File: config.mk
export PLATFORM = sky130hd
export DESIGN_NAME = controlUnit
export DESIGN_NICKNAME = d
export VERILOG_FILES = /design/src/controlUnitPkg.sv /design/src/controlUnit.sv /design/src/controlSignalGenerator.sv /design/src/controlSequencer.sv /design/src/instructionDecoder.sv
export VERILOG_INCLUDE_DIRS = /design/src /design/src/include
export SDC_FILE = /design/constraint.sdc
export NUM_CORES = 1
export LEC_CHECK = 0
export ABC_AREA = 1
export BUFFER_PORTS_ARGS = -buffer_cell sky130_fd_sc_hd__buf_2
export CAP_MARGIN = 20
export CELL_PAD_IN_SITES_DETAIL_PLACEMENT = 2
export CELL_PAD_IN_SITES_GLOBAL_PLACEMENT = 2
export CORE_UTILIZATION = 21
export DETAILED_ROUTE_END_ITERATION = 12
export PLACE_DENSITY = 0.77
export RECOVER_POWER = 25
export SYNTH_ARGS = -nofsm -noshare
export SYNTH_HDL_FRONTEND = slang
export SYNTH_SLANG_ARGS = --single-unit
File: constraint.sdc
create_clock -name clock -period 1.55 [get_ports clock]
set_input_delay 0.31 -clock clock [delete_from_list [all_inputs] [get_ports clock]]
set_output_delay 0.31 -clock clock [all_outputs]
set_load 0.01 [all_outputs]
File: src/include/controlUnit_defines.svh
`ifndef CONTROLUNIT_DEFINES_SVH
`define CONTROLUNIT_DEFINES_SVH

// ========================================
// Instruction word layout
// ========================================
`define CU_WORD_WIDTH    32 // IR width
`define CU_OPCODE_MSB    31 // Opcode field top bit
`define CU_OPCODE_LSB    27 // Opcode field bottom bit
`define CU_OPCODE_WIDTH  5  // Opcode field width

`define CU_ALU_OP_WIDTH  5  // ALU select code to datapath
`define CU_STEP_WIDTH    3  // Execute step counter

`endif
File: src/controlUnitPkg.sv
`include "controlUnit_defines.svh"

package controlUnitPkg;

    // ========================================
    // ISA opcodes in IR[31:27]
    // ========================================
    typedef enum logic [`CU_OPCODE_WIDTH-1:0] {
        opLd = 5'b00000, opLdi, opSt,          // Memory group
        opAdd, opSub,                          // 00011 and 00100
        opShr, opShra, opShl, opRor, opRol,    // Shifts and rotates
        opAnd, opOr,                           // Logic
        opAddi, opAndi, opOri,                 // Immediate group
        opMul, opDiv,                          // Not supported here
        opNeg, opNot,                          // Unary group
        opBr,                                  // Conditional branch
        opJr, opJal, opIn, opOut,              // Not supported here
        opMfhi, opMflo,                        // Not supported here
        opNop, opHalt                          // 11010 and 11011
    } opcode_t;

    // ALU select codes understood by the datapath
    typedef enum logic [`CU_ALU_OP_WIDTH-1:0] {
        aluNone = 5'b00000, // Pass through
        aluAdd  = 5'b00011,
        aluSub  = 5'b00100,
        aluShr  = 5'b00101,
        aluShra = 5'b00110, // Sign preserving
        aluShl  = 5'b00111,
        aluRor  = 5'b01000,
        aluRol  = 5'b01001,
        aluAnd  = 5'b01010,
        aluOr   = 5'b01011,
        aluNeg  = 5'b10001, // Two's complement
        aluNot  = 5'b10010
    } aluOp_t;

    // One sequence of execute words per class
    typedef enum logic [3:0] {
        classLoad, classLoadImm, classStore,
        classAluReg, classAluImm, classUnary,
        classBranch, classNop, classHalt
    } instrClass_t;

    // Sequencer phases
    typedef enum logic [2:0] {
        phRestart, // Idle word with run high
        phFetch0, phFetch1, phFetch2,
        phDecode,  // Class taken from IR here
        phExecute, // Stepped by execStep
        phHalted   // Held until reset
    } phase_t;

endpackage

File: src/controlUnit.sv
`timescale 1ns/1ps
`include "controlUnit_defines.svh"

module controlUnit import controlUnitPkg::*; (
    input  logic                     clock,
    input  logic                     reset,
    input  logic                     stop,
    input  logic [`CU_WORD_WIDTH-1:0] ir,
    input  logic                     conFfOut,
    output logic                     gra, grb, grc, rin, rout, baOut,
    output logic                     pcOut, incPc, pcEn, irEn,
    output logic                     yIn, cOut, zLowOut, zIn,
    output logic                     mdrOut, mdrIn, marIn,
    output logic                     memRead, memWrite, conIn,
    output logic                     run,
    output aluOp_t                   aluOpcode
);

    instrClass_t               decodedClass; // Decoder to sequencer
    aluOp_t                    decodedAluOp;
    phase_t                    phase;        // Sequencer to generator
    logic [`CU_STEP_WIDTH-1:0] execStep;
    instrClass_t               instrClass;
    aluOp_t                    aluOp;

    instructionDecoder decoder (.*);

    controlSequencer sequencer (.*);

    controlSignalGenerator generator (.*); // Drives every control port

endmodule

File: src/controlSignalGenerator.sv
`timescale 1ns/1ps
`include "controlUnit_defines.svh"

module controlSignalGenerator import controlUnitPkg::*; (
    input  phase_t                    phase,
    input  logic [`CU_STEP_WIDTH-1:0] execStep,
    input  instrClass_t               instrClass,
    input  aluOp_t                    aluOp,
    input  logic                      conFfOut,                   // Branch condition flag
    output logic                      gra, grb, grc, rin, rout,   // Register file select
    output logic                      baOut,
    output logic                      pcOut, incPc, pcEn, irEn,   // PC and IR
    output logic                      yIn, cOut, zLowOut, zIn,    // ALU operand and result
    output logic                      mdrOut, mdrIn, marIn,       // Memory interface
    output logic                      memRead, memWrite,
    output logic                      conIn,
    output logic                      run,
    output aluOp_t                    aluOpcode
);

    // ========================================
    // Moore word per phase and step
    // ========================================
    always_comb begin
        {gra, grb, grc, rin, rout, baOut} = '0;
        {pcOut, incPc, pcEn, irEn}        = '0;
        {yIn, cOut, zLowOut, zIn}         = '0;
        {mdrOut, mdrIn, marIn}            = '0;
        {memRead, memWrite, conIn}        = '0;
        run       = (phase != phHalted);
        aluOpcode = aluNone;
        case (phase)
            phFetch0: begin
                pcOut = 1'b1; // PC to MAR and Y path
                marIn = 1'b1;
                incPc = 1'b1;
                zIn   = 1'b1;
            end
            phFetch1: begin
                zLowOut = 1'b1; // PC plus one back into PC
                pcEn    = 1'b1;
                memRead = 1'b1;
                mdrIn   = 1'b1;
            end
            phFetch2: begin
                mdrOut = 1'b1; // Instruction into IR
                irEn   = 1'b1;
            end
            phExecute: begin
                case (instrClass)
                    classLoad, classLoadImm, classStore: begin
                        case (execStep)
                            3'd0: begin
                                grb   = 1'b1; // Base register into Y
                                baOut = 1'b1;
                                rout  = 1'b1;
                                yIn   = 1'b1;
                            end
                            3'd1: begin
                                cOut      = 1'b1; // Plus sign extended constant
                                zIn       = 1'b1;
                                aluOpcode = aluOp;
                            end
                            3'd2: begin
                                zLowOut = 1'b1;
                                if (instrClass == classLoadImm) begin
                                    gra = 1'b1; // Sum is the value
                                    rin = 1'b1;
                                end else begin
                                    marIn = 1'b1; // Sum is the address
                                end
                            end
                            3'd3: begin
                                mdrIn = 1'b1;
                                if (instrClass == classStore) begin
                                    gra  = 1'b1; // Ra into MDR
                                    rout = 1'b1;
                                end else begin
                                    memRead = 1'b1;
                                end
                            end
                            3'd4: begin
                                if (instrClass == classStore) begin
                                    memWrite = 1'b1;
                                end else begin
                                    mdrOut = 1'b1; // Loaded word into Ra
                                    gra    = 1'b1;
                                    rin    = 1'b1;
                                end
                            end
                            default: ;
                        endcase
                    end
                    classAluReg, classAluImm: begin
                        case (execStep)
                            3'd0: begin
                                grb  = 1'b1; // Rb into Y
                                rout = 1'b1;
                                yIn  = 1'b1;
                            end
                            3'd1: begin
                                zIn       = 1'b1;
                                aluOpcode = aluOp;
                                if (instrClass == classAluReg) begin
                                    grc  = 1'b1; // Rc as second operand
                                    rout = 1'b1;
                                end else begin
                                    cOut = 1'b1; // Constant as second operand
                                end
                            end
                            3'd2: begin
                                zLowOut = 1'b1;
                                gra     = 1'b1;
                                rin     = 1'b1;
                            end
                            default: ;
                        endcase
                    end
                    classUnary: begin
                        if (execStep == 3'd0) begin
                            grb       = 1'b1; // Single operand straight to ALU
                            rout      = 1'b1;
                            zIn       = 1'b1;
                            aluOpcode = aluOp;
                        end else begin
                            zLowOut = 1'b1;
                            gra     = 1'b1;
                            rin     = 1'b1;
                        end
                    end
                    classBranch: begin
                        case (execStep)
                            3'd1: begin
                                gra   = 1'b1; // Ra tested by CON logic
                                rout  = 1'b1;
                                conIn = 1'b1;
                            end
                            3'd2: begin
                                pcOut = 1'b1;
                                yIn   = 1'b1;
                            end
                            3'd3: begin
                                cOut      = 1'b1; // Target address
                                zIn       = 1'b1;
                                aluOpcode = aluAdd;
                            end
                            3'd4: begin
                                zLowOut = 1'b1;
                                pcEn    = conFfOut; // Taken only when flag set
                            end
                            default: ;
                        endcase
                    end
                    default: ; // Nop step is empty
                endcase
            end
            default: ; // Restart, decode and halted words are empty
        endcase
    end

endmodule

File: src/controlSequencer.sv
`timescale 1ns/1ps
`include "controlUnit_defines.svh"

module controlSequencer import controlUnitPkg::*; (
    input  logic                      clock,
    input  logic                      reset,
    input  logic                      stop,         // Level sampled every edge
    input  instrClass_t               decodedClass,
    input  aluOp_t                    decodedAluOp,
    output phase_t                    phase,
    output logic [`CU_STEP_WIDTH-1:0] execStep,
    output instrClass_t               instrClass,   // Latched at end of decode
    output aluOp_t                    aluOp
);

    phase_t                    phaseNext;
    logic [`CU_STEP_WIDTH-1:0] stepNext;
    logic                      lastExec;

    // Index of the final execute step per class
    function automatic logic [`CU_STEP_WIDTH-1:0] lastStep(input instrClass_t cls);
        case (cls)
            classLoad:    lastStep = 3'd4;
            classStore:   lastStep = 3'd4;
            classBranch:  lastStep = 3'd4;
            classLoadImm: lastStep = 3'd2;
            classAluReg:  lastStep = 3'd2;
            classAluImm:  lastStep = 3'd2;
            classUnary:   lastStep = 3'd1;
            default:      lastStep = 3'd0; // Nop is one empty step
        endcase
    endfunction

    assign lastExec = (execStep == lastStep(instrClass));

    // ========================================
    // Next phase
    // ========================================
    always_comb begin
        phaseNext = phase;
        stepNext  = execStep;
        if (stop) begin
            phaseNext = phHalted; // Wins over every other move
        end else begin
            case (phase)
                phRestart: phaseNext = phFetch0;
                phFetch0:  phaseNext = phFetch1;
                phFetch1:  phaseNext = phFetch2;
                phFetch2:  phaseNext = phDecode;
                phDecode: begin
                    stepNext  = '0;
                    phaseNext = (decodedClass == classHalt) ? phHalted : phExecute;
                end
                phExecute: begin
                    if (lastExec) begin
                        phaseNext = phRestart; // Instruction done
                        stepNext  = '0;
                    end else begin
                        stepNext = execStep + 1'b1;
                    end
                end
                phHalted: phaseNext = phHalted; // Only reset leaves
                default:  phaseNext = phRestart; // Spare encoding
            endcase
        end
    end

    // ========================================
    // State registers
    // ========================================
    always_ff @(posedge clock or posedge reset) begin
        if (reset) begin
            phase    <= phRestart;
            execStep <= '0;
        end else begin
            phase    <= phaseNext;
            execStep <= stepNext;
        end
    end

    // Instruction latch, only read during execute
    always_ff @(posedge clock) begin
        if (phase == phDecode) begin
            instrClass <= decodedClass;
            aluOp      <= decodedAluOp;
        end
    end

endmodule

File: src/instructionDecoder.sv
`timescale 1ns/1ps
`include "controlUnit_defines.svh"

module instructionDecoder import controlUnitPkg::*; (
    input  logic [`CU_WORD_WIDTH-1:0] ir,
    output instrClass_t               decodedClass,
    output aluOp_t                    decodedAluOp
);

    opcode_t opcode;

    assign opcode = opcode_t'(ir[`CU_OPCODE_MSB:`CU_OPCODE_LSB]); // Codes above halt stay raw

    // ========================================
    // Opcode to class and ALU operation
    // ========================================
    always_comb begin
        decodedClass = classNop; // Dropped and unused codes
        decodedAluOp = aluNone;
        case (opcode)
            opLd: begin
                decodedClass = classLoad;
                decodedAluOp = aluAdd; // Rb plus offset
            end
            opLdi: begin
                decodedClass = classLoadImm;
                decodedAluOp = aluAdd;
            end
            opSt: begin
                decodedClass = classStore;
                decodedAluOp = aluAdd; // Address forming
            end
            opAdd, opSub, opShr, opShra, opShl, opRor, opRol, opAnd, opOr: begin
                decodedClass = classAluReg;
                decodedAluOp = aluOp_t'(opcode); // ALU codes equal the opcodes here
            end
            opAddi: begin
                decodedClass = classAluImm;
                decodedAluOp = aluAdd;
            end
            opAndi: begin
                decodedClass = classAluImm;
                decodedAluOp = aluAnd;
            end
            opOri: begin
                decodedClass = classAluImm;
                decodedAluOp = aluOr;
            end
            opNeg, opNot: begin
                decodedClass = classUnary;
                decodedAluOp = aluOp_t'(opcode); // Same shared encoding
            end
            opBr: begin
                decodedClass = classBranch;
                decodedAluOp = aluAdd; // PC plus displacement
            end
            opHalt: begin
                decodedClass = classHalt;
            end
            default: begin
                decodedClass = classNop;
                decodedAluOp = aluNone;
            end
        endcase
    end

endmodule

Word-level counts from Yosys, hierarchy flattened
Index checks and enable logic that the tools add are counted.
- register bits after elaboration: 15
- output and inout bits: 26
- logic and storage cells: 136
- input port bits: 36
- equal/unequal tests: 38
- multiplexer cells: 75
- $add $sub $neg: 1
- reductions and logical operators: 17
- bitwise logic cells: 1
- operator list (kind ; number):
    2-to-1 mux 1 bit ; 42
    equality test 5 x 4 -> 1 bit (second input constant) ; 7
    case mux 4 bit (8 select lines) ; 1
    case mux 1 bit (2 select lines) ; 12
    case mux 3 bit (7 select lines) ; 1
    equality test 5 x 3 -> 1 bit (second input constant) ; 4
    equality test 5 bit (second input constant) ; 4
    case mux 5 bit (4 select lines) ; 1
    2-to-1 mux 5 bit ; 3
    case mux 1 bit (3 select lines) ; 5
    case mux 5 bit (3 select lines) ; 1
    equality test 3 x 2 -> 1 bit (second input constant) ; 4
    equality test 3 bit (second input constant) ; 4
    equality test 4 x 3 -> 1 bit (second input constant) ; 3
    OR reduction 3 bit ; 4
    OR reduction 11 bit ; 1
    equality test 5 x 2 -> 1 bit (second input constant) ; 2
    OR reduction 5 bit ; 2
    2-to-1 mux 3 bit ; 3
    case mux 3 bit (3 select lines) ; 1
    OR reduction 9 bit ; 1
    equality test 4 x 2 -> 1 bit (second input constant) ; 2
    case mux 1 bit (4 select lines) ; 2
    equality test 3 x 1 -> 1 bit (second input constant) ; 2
    other kinds (16) ; 20

Longest topological paths before layout
- depth after elaboration: 7
- depth in mapped cells: 9
- depth with buffers taken out: 9

Hierarchy
Synthesis repeated with hierarchy kept, for this count alone.
- cell total of the unflattened synthesis: 257
- area, all modules: 1617.8 um^2
- modules (own cells, without submodules) (module ; instances ; area each (um^2) ; sequential area each (um^2) ; cells an instance):
    controlSequencer ; 1 ; 711.9 ; 420.4 ; 76
    controlSignalGenerator ; 1 ; 589.3 ; 0.0 ; 120
    instructionDecoder ; 1 ; 316.6 ; 0.0 ; 61

Worst setup path before layout
Ideal clock, no wire load.
- path kind: register to output
- start: register sequencer.execStep[0]
- end: output port aluOpcode[0]
- stages on the path, launching flop included: 10
- path buffers: 0
- required time: 1.240 ns
- arrival: 1.362 ns
- slack: -0.122 ns
- cells stage by stage: dfrtp_1 > inv_1 > ha_1 > nand2_1 > inv_1 > nand2_2 > and2_4 > nand2_2 > nand2_2 > nor2_1
- cells in the longest elaborated chain, start to end: 4
- elaborated cells between the ends (all ways): 8
- classes of those cells: eq/ne (2); mux (5); reduce/logical (1)
- ends and longest elaborated chain (item ; line ; source):
    start: declaration ; controlSequencer.sv:11 ; output logic [`CU_STEP_WIDTH-1:0] execStep,
    start signal: assignment ; controlSequencer.sv:77 ; execStep <= stepNext;
    equality test 3 x 2 -> 1 bit (tied with other cells) ; controlSignalGenerator.sv:132 ; case (execStep)
    2-to-1 mux 2 bit (tied with other cells) ; controlSignalGenerator.sv:132 ;
    case mux 5 bit (3 select lines) * ; controlSignalGenerator.sv:50 ; case (instrClass)
    2-to-1 mux 5 bit * ; controlSignalGenerator.sv:32 ; case (phase)
    end: declaration ; controlUnit.sv:16 ; output aluOp_t aluOpcode
Mark *: on every way between the ends. The rest lies on a longest branch, timed or not.

Worst setup path after layout
- start: register sequencer.instrClass[2]
- end: output port aluOpcode[1]
- cells in the longest elaborated chain, start to end: 4
- elaborated cells between the ends (all ways): 10
- classes of those cells: eq/ne (6); mux (2); reduce/logical (2)
- ends and longest elaborated chain (item ; line ; source):
    start: declaration ; controlSequencer.sv:12 ; output instrClass_t instrClass,
    start signal: assignment ; controlSequencer.sv:84 ; instrClass <= decodedClass;
    equality test 4 x 3 -> 1 bit (tied with other cells) ; controlSignalGenerator.sv:50 ;
    OR reduction 5 bit (no line) ; - ;
    case mux 5 bit (3 select lines) * ; controlSignalGenerator.sv:50 ;
    2-to-1 mux 5 bit * ; controlSignalGenerator.sv:32 ;
Marked as above.

==> impl_summary.log <==
[metrics] final cycle utilization of the critical path: 1.384
[metrics] total placed cells including tap cells: 370
[metrics] total count of max-transition violations in the final report: 0
[metrics] Mapped Cells: 215
[metrics] count of standard-cell rows: 29
[metrics] transition at the pin with the smallest max-transition slack: 0.3052 ns
[metrics] deepest level of the CTS H-tree: 1
[metrics] post-route cell area: 0.002716 mm^2
[metrics] Max Clock Freq: 466.0 MHz
[metrics] DR WL/cell: 17.93 um
[metrics] power density cells: 328.4 mW/mm^2
[metrics] via count of the first global-routing pass: 2005
[metrics] placer's final routability congestion estimate: 0.8037
[metrics] category of the worst setup path capture point: primary output
[metrics] instance area after placement: 0.002056 mm^2
[metrics] met1 demand-to-capacity share in global routing: 0.1956
[metrics] drt first pass iters: 4
[metrics] EDFF count, synth: 9
[metrics] Synth Register Bits: 15
[metrics] vertical die dimension: 83.65 um
[metrics] post-synthesis async set-or-reset flop share: 0.4000
[metrics] top library cells by usage in the layout, fill and taps aside: buf_4 (42), nand2_1 (37), buf_2 (31)
[metrics] global-route wire length before repair: 9701 um
[metrics] VDD IR max: 0.0003114 V
[metrics] post-synthesis sequential area ratio: 0.3003
[metrics] TritonCTS clock tree: yes
[metrics] die boundary width: 83.65 um
[metrics] number of antenna violations at the first check in global routing: 0
[metrics] arrival time worst endpoint: 1.84 ns
[metrics] Core Box Area: 0.006386 mm^2
[metrics] post-synthesis cell area: 0.001400 mm^2
[metrics] number of DRC markers in iteration 0: 31
[metrics] synthesized area per cell: 6.512 um^2
[metrics] worst skew pair latency: 0.26 ns
[metrics] Residual DRC: 0
[metrics] total CTS buffers: 3
[metrics] Slowest-stage cell, CP: edfxtp_1
[metrics] count of inserted antenna diode cells: 0
[metrics] worst hold slack: 0.2903 ns
[metrics] clock tree root driver cell: clkbuf_8
[metrics] routed wire length: 7030 um
[metrics] number of antenna-violating nets in the routed design: 0
[metrics] Worst Setup Slack, final: -0.5960 ns
[metrics] worst setup path category: register to primary output
[metrics] Initial Util: 0.2192
[metrics] proportion of netlist area held by the largest area contributor: 0.1930
[metrics] Port-buffer cells: 34
[metrics] number of sinks handled by clock tree synthesis: 15
[metrics] final non-filler cell total: 392
[metrics] met3 Usage GRT: 0.009891
[metrics] crit path time final: 2.146 ns
[metrics] cell type with the largest total area after synthesis: edfxtp_1
[metrics] largest net degree at the start of global routing: 11
[metrics] largest incremental delay on the critical path: 0.45 ns
[metrics] clock transition at the registers of the reported paths: 0.07 ns
[metrics] Worst Clk Skew: 0.003582 ns
[metrics] die outline area: 0.006997 mm^2
[metrics] Overflow after GRT: 0
[metrics] met2 track demand over resource in global routing: 0.3511
[metrics] aggregate global-route resource usage: 0.1740
[metrics] largest cells by area after synthesis: edfxtp_1 (19%), nand2_1 (17%), dfrtp_1 (11%)
[metrics] final net count: 357
[metrics] number of failing setup endpoints in the final timing report: 30
[metrics] list of cells traversed by the critical path: inv_2, nor2_4, nand3_2, inv_2, nand2_2, and2_4, nand2_4, nand2_4, nor2_4, buf_6
[metrics] most frequent standard cell in the layout excluding fill and tap cells: buf_4
[metrics] Layout area overhead: 94.01%
[metrics] # IOs: 62
[metrics] DP Wirelength: 4642 um
[metrics] count of different cell masters after synthesis: 33
[metrics] routed via count divided by cell count: 4.737
[metrics] Final Hold Fails: 0
[metrics] warning count from the yosys run: 0
[metrics] type of element launching the critical path: register
[metrics] Worst Hold Class: primary input to register
[metrics] worst path required time: 1.24 ns
[metrics] violations in the final reports: negative setup slack
[metrics] Leak: 1.346 nW
[metrics] setup repair after global routing missed its margin: true
[metrics] Final Util: 0.4254
[metrics] crit path max fanout: 5
[metrics] Post-Syn Nets: 256
[metrics] Max Buffers Root-to-Sink: 2
[metrics] result of the run: complete, but fails checks
[metrics] layer with the highest usage after global routing: met2
[metrics] flip-flop cell with the highest count after synthesis: edfxtp_1
[metrics] count of vias placed by the detailed router: 1857
[metrics] setup TNS: -11.93 ns
[metrics] layout cells sized above 1: 0.6095
[metrics] slew margin rel.: 0.7959
[metrics] Max-cap violations: 0
power breakdown:
group	internal, mW	switching [mW]
logic	0.0420	0.0750
registers	0.428	0.00264
clock network	0.183	0.161
total	0.653	0.239
through the flow:
| step | worst slack (ns) | power [mW] |
|---|---|---|
| after global routing | -0.6806 | 0.9294 |
| after global placement | -0.2162 | 0.5335 |
| after detailed placement | -0.3254 | 0.5406 |
| after CTS | -0.5509 | 0.8771 |
| after floorplan | -0.03503 | 0.4929 |
| final | -0.5960 | 0.8920 |
worst max-delay path, delay by kind of cell (launching register included):
family / cells / cell delay, ns
buffers and inverters: 3 / 0.29
flip-flops: 1 / 0.45
AND/OR/NAND/NOR: 7 / 0.82
metal layers:
layer / part of all wire / wire length, um / vias up
met5: 0 / 0 / -
met4: 0.027 / 189 / 0
met3: 0.019 / 136 / 12
met2: 0.56 / 3938 / 35
met1: 0.39 / 2766 / 916
li1: - / - / 894
synth_stat cells (3+ instances only):
| master | count |
|---|---|
| a21oi_1 | 6 |
| buf_2 | 3 |
| dfrtp_1 | 6 |
| edfxtp_1 | 9 |
| ha_1 | 5 |
| inv_1 | 32 |
| inv_2 | 4 |
| nand2_1 | 62 |
| nand2_2 | 4 |
| nand3_1 | 12 |
| nand4_1 | 7 |
| nor2_1 | 20 |
| nor2_2 | 4 |
| nor3_1 | 6 |
| o21ai_0 | 10 |
| o21ai_1 | 6 |
flip-flops by register name (all words and copies together), names as in the netlist:
signal / cells
sequencer.phase: 3
sequencer.aluOp: 5
sequencer.instrClass: 4
sequencer.execStep: 3
logic make-up (layout without fill, tap and decap cells):
logic type | Yosys count | after routing | synth area share
adder cells (fa/ha/maj) | 5 | 5 | 0.04468
AND/OR/NAND/NOR | 124 | 124 | 0.4191
buffers and inverters | 41 | 141 | 0.1135
flip-flops | 15 | 15 | 0.3003
AO/OA/AOI/OAI | 30 | 30 | 0.1224
what timing repair did:
action / CTS / global route
pin swaps: 20 / 33
setup buffers: 5 / 14
gates cloned: 0 / 0
hold buffers: 1 / 0
gates resized for setup: 54 / 73
endpoints found under the setup margin: 30 / 30
endpoints found under the hold margin: 6 / 0
final cells by class:
type,count,area (um^2)
Clock buffer,4,45.04
Timing Repair Buffer,99,762.0
Multi-Input combinational cell,159,1231
Inverter,38,160.2
Tap cell,77,96.34
Sequential cell,15,421.7
Fill cell,735,3670
worst paths after layout:
kind | startpoint | to | slack, ns | depth (start not counted)
max in group asynchronous | reset | sequencer.execStep[0] | 0.82 | 3
max reg2reg | sequencer.instrClass[2] | sequencer.execStep[1] | -0.21 | 12
max | sequencer.instrClass[2] | aluOpcode[1] | -0.60 | 10
min reg2reg | sequencer.phase[2] | sequencer.phase[2] | 0.69 | 3
min | stop | sequencer.phase[2] | 0.29 | 3
min in group asynchronous | reset | sequencer.phase[0] | 0.51 | 3
Power figures use the tool's default switching activity.
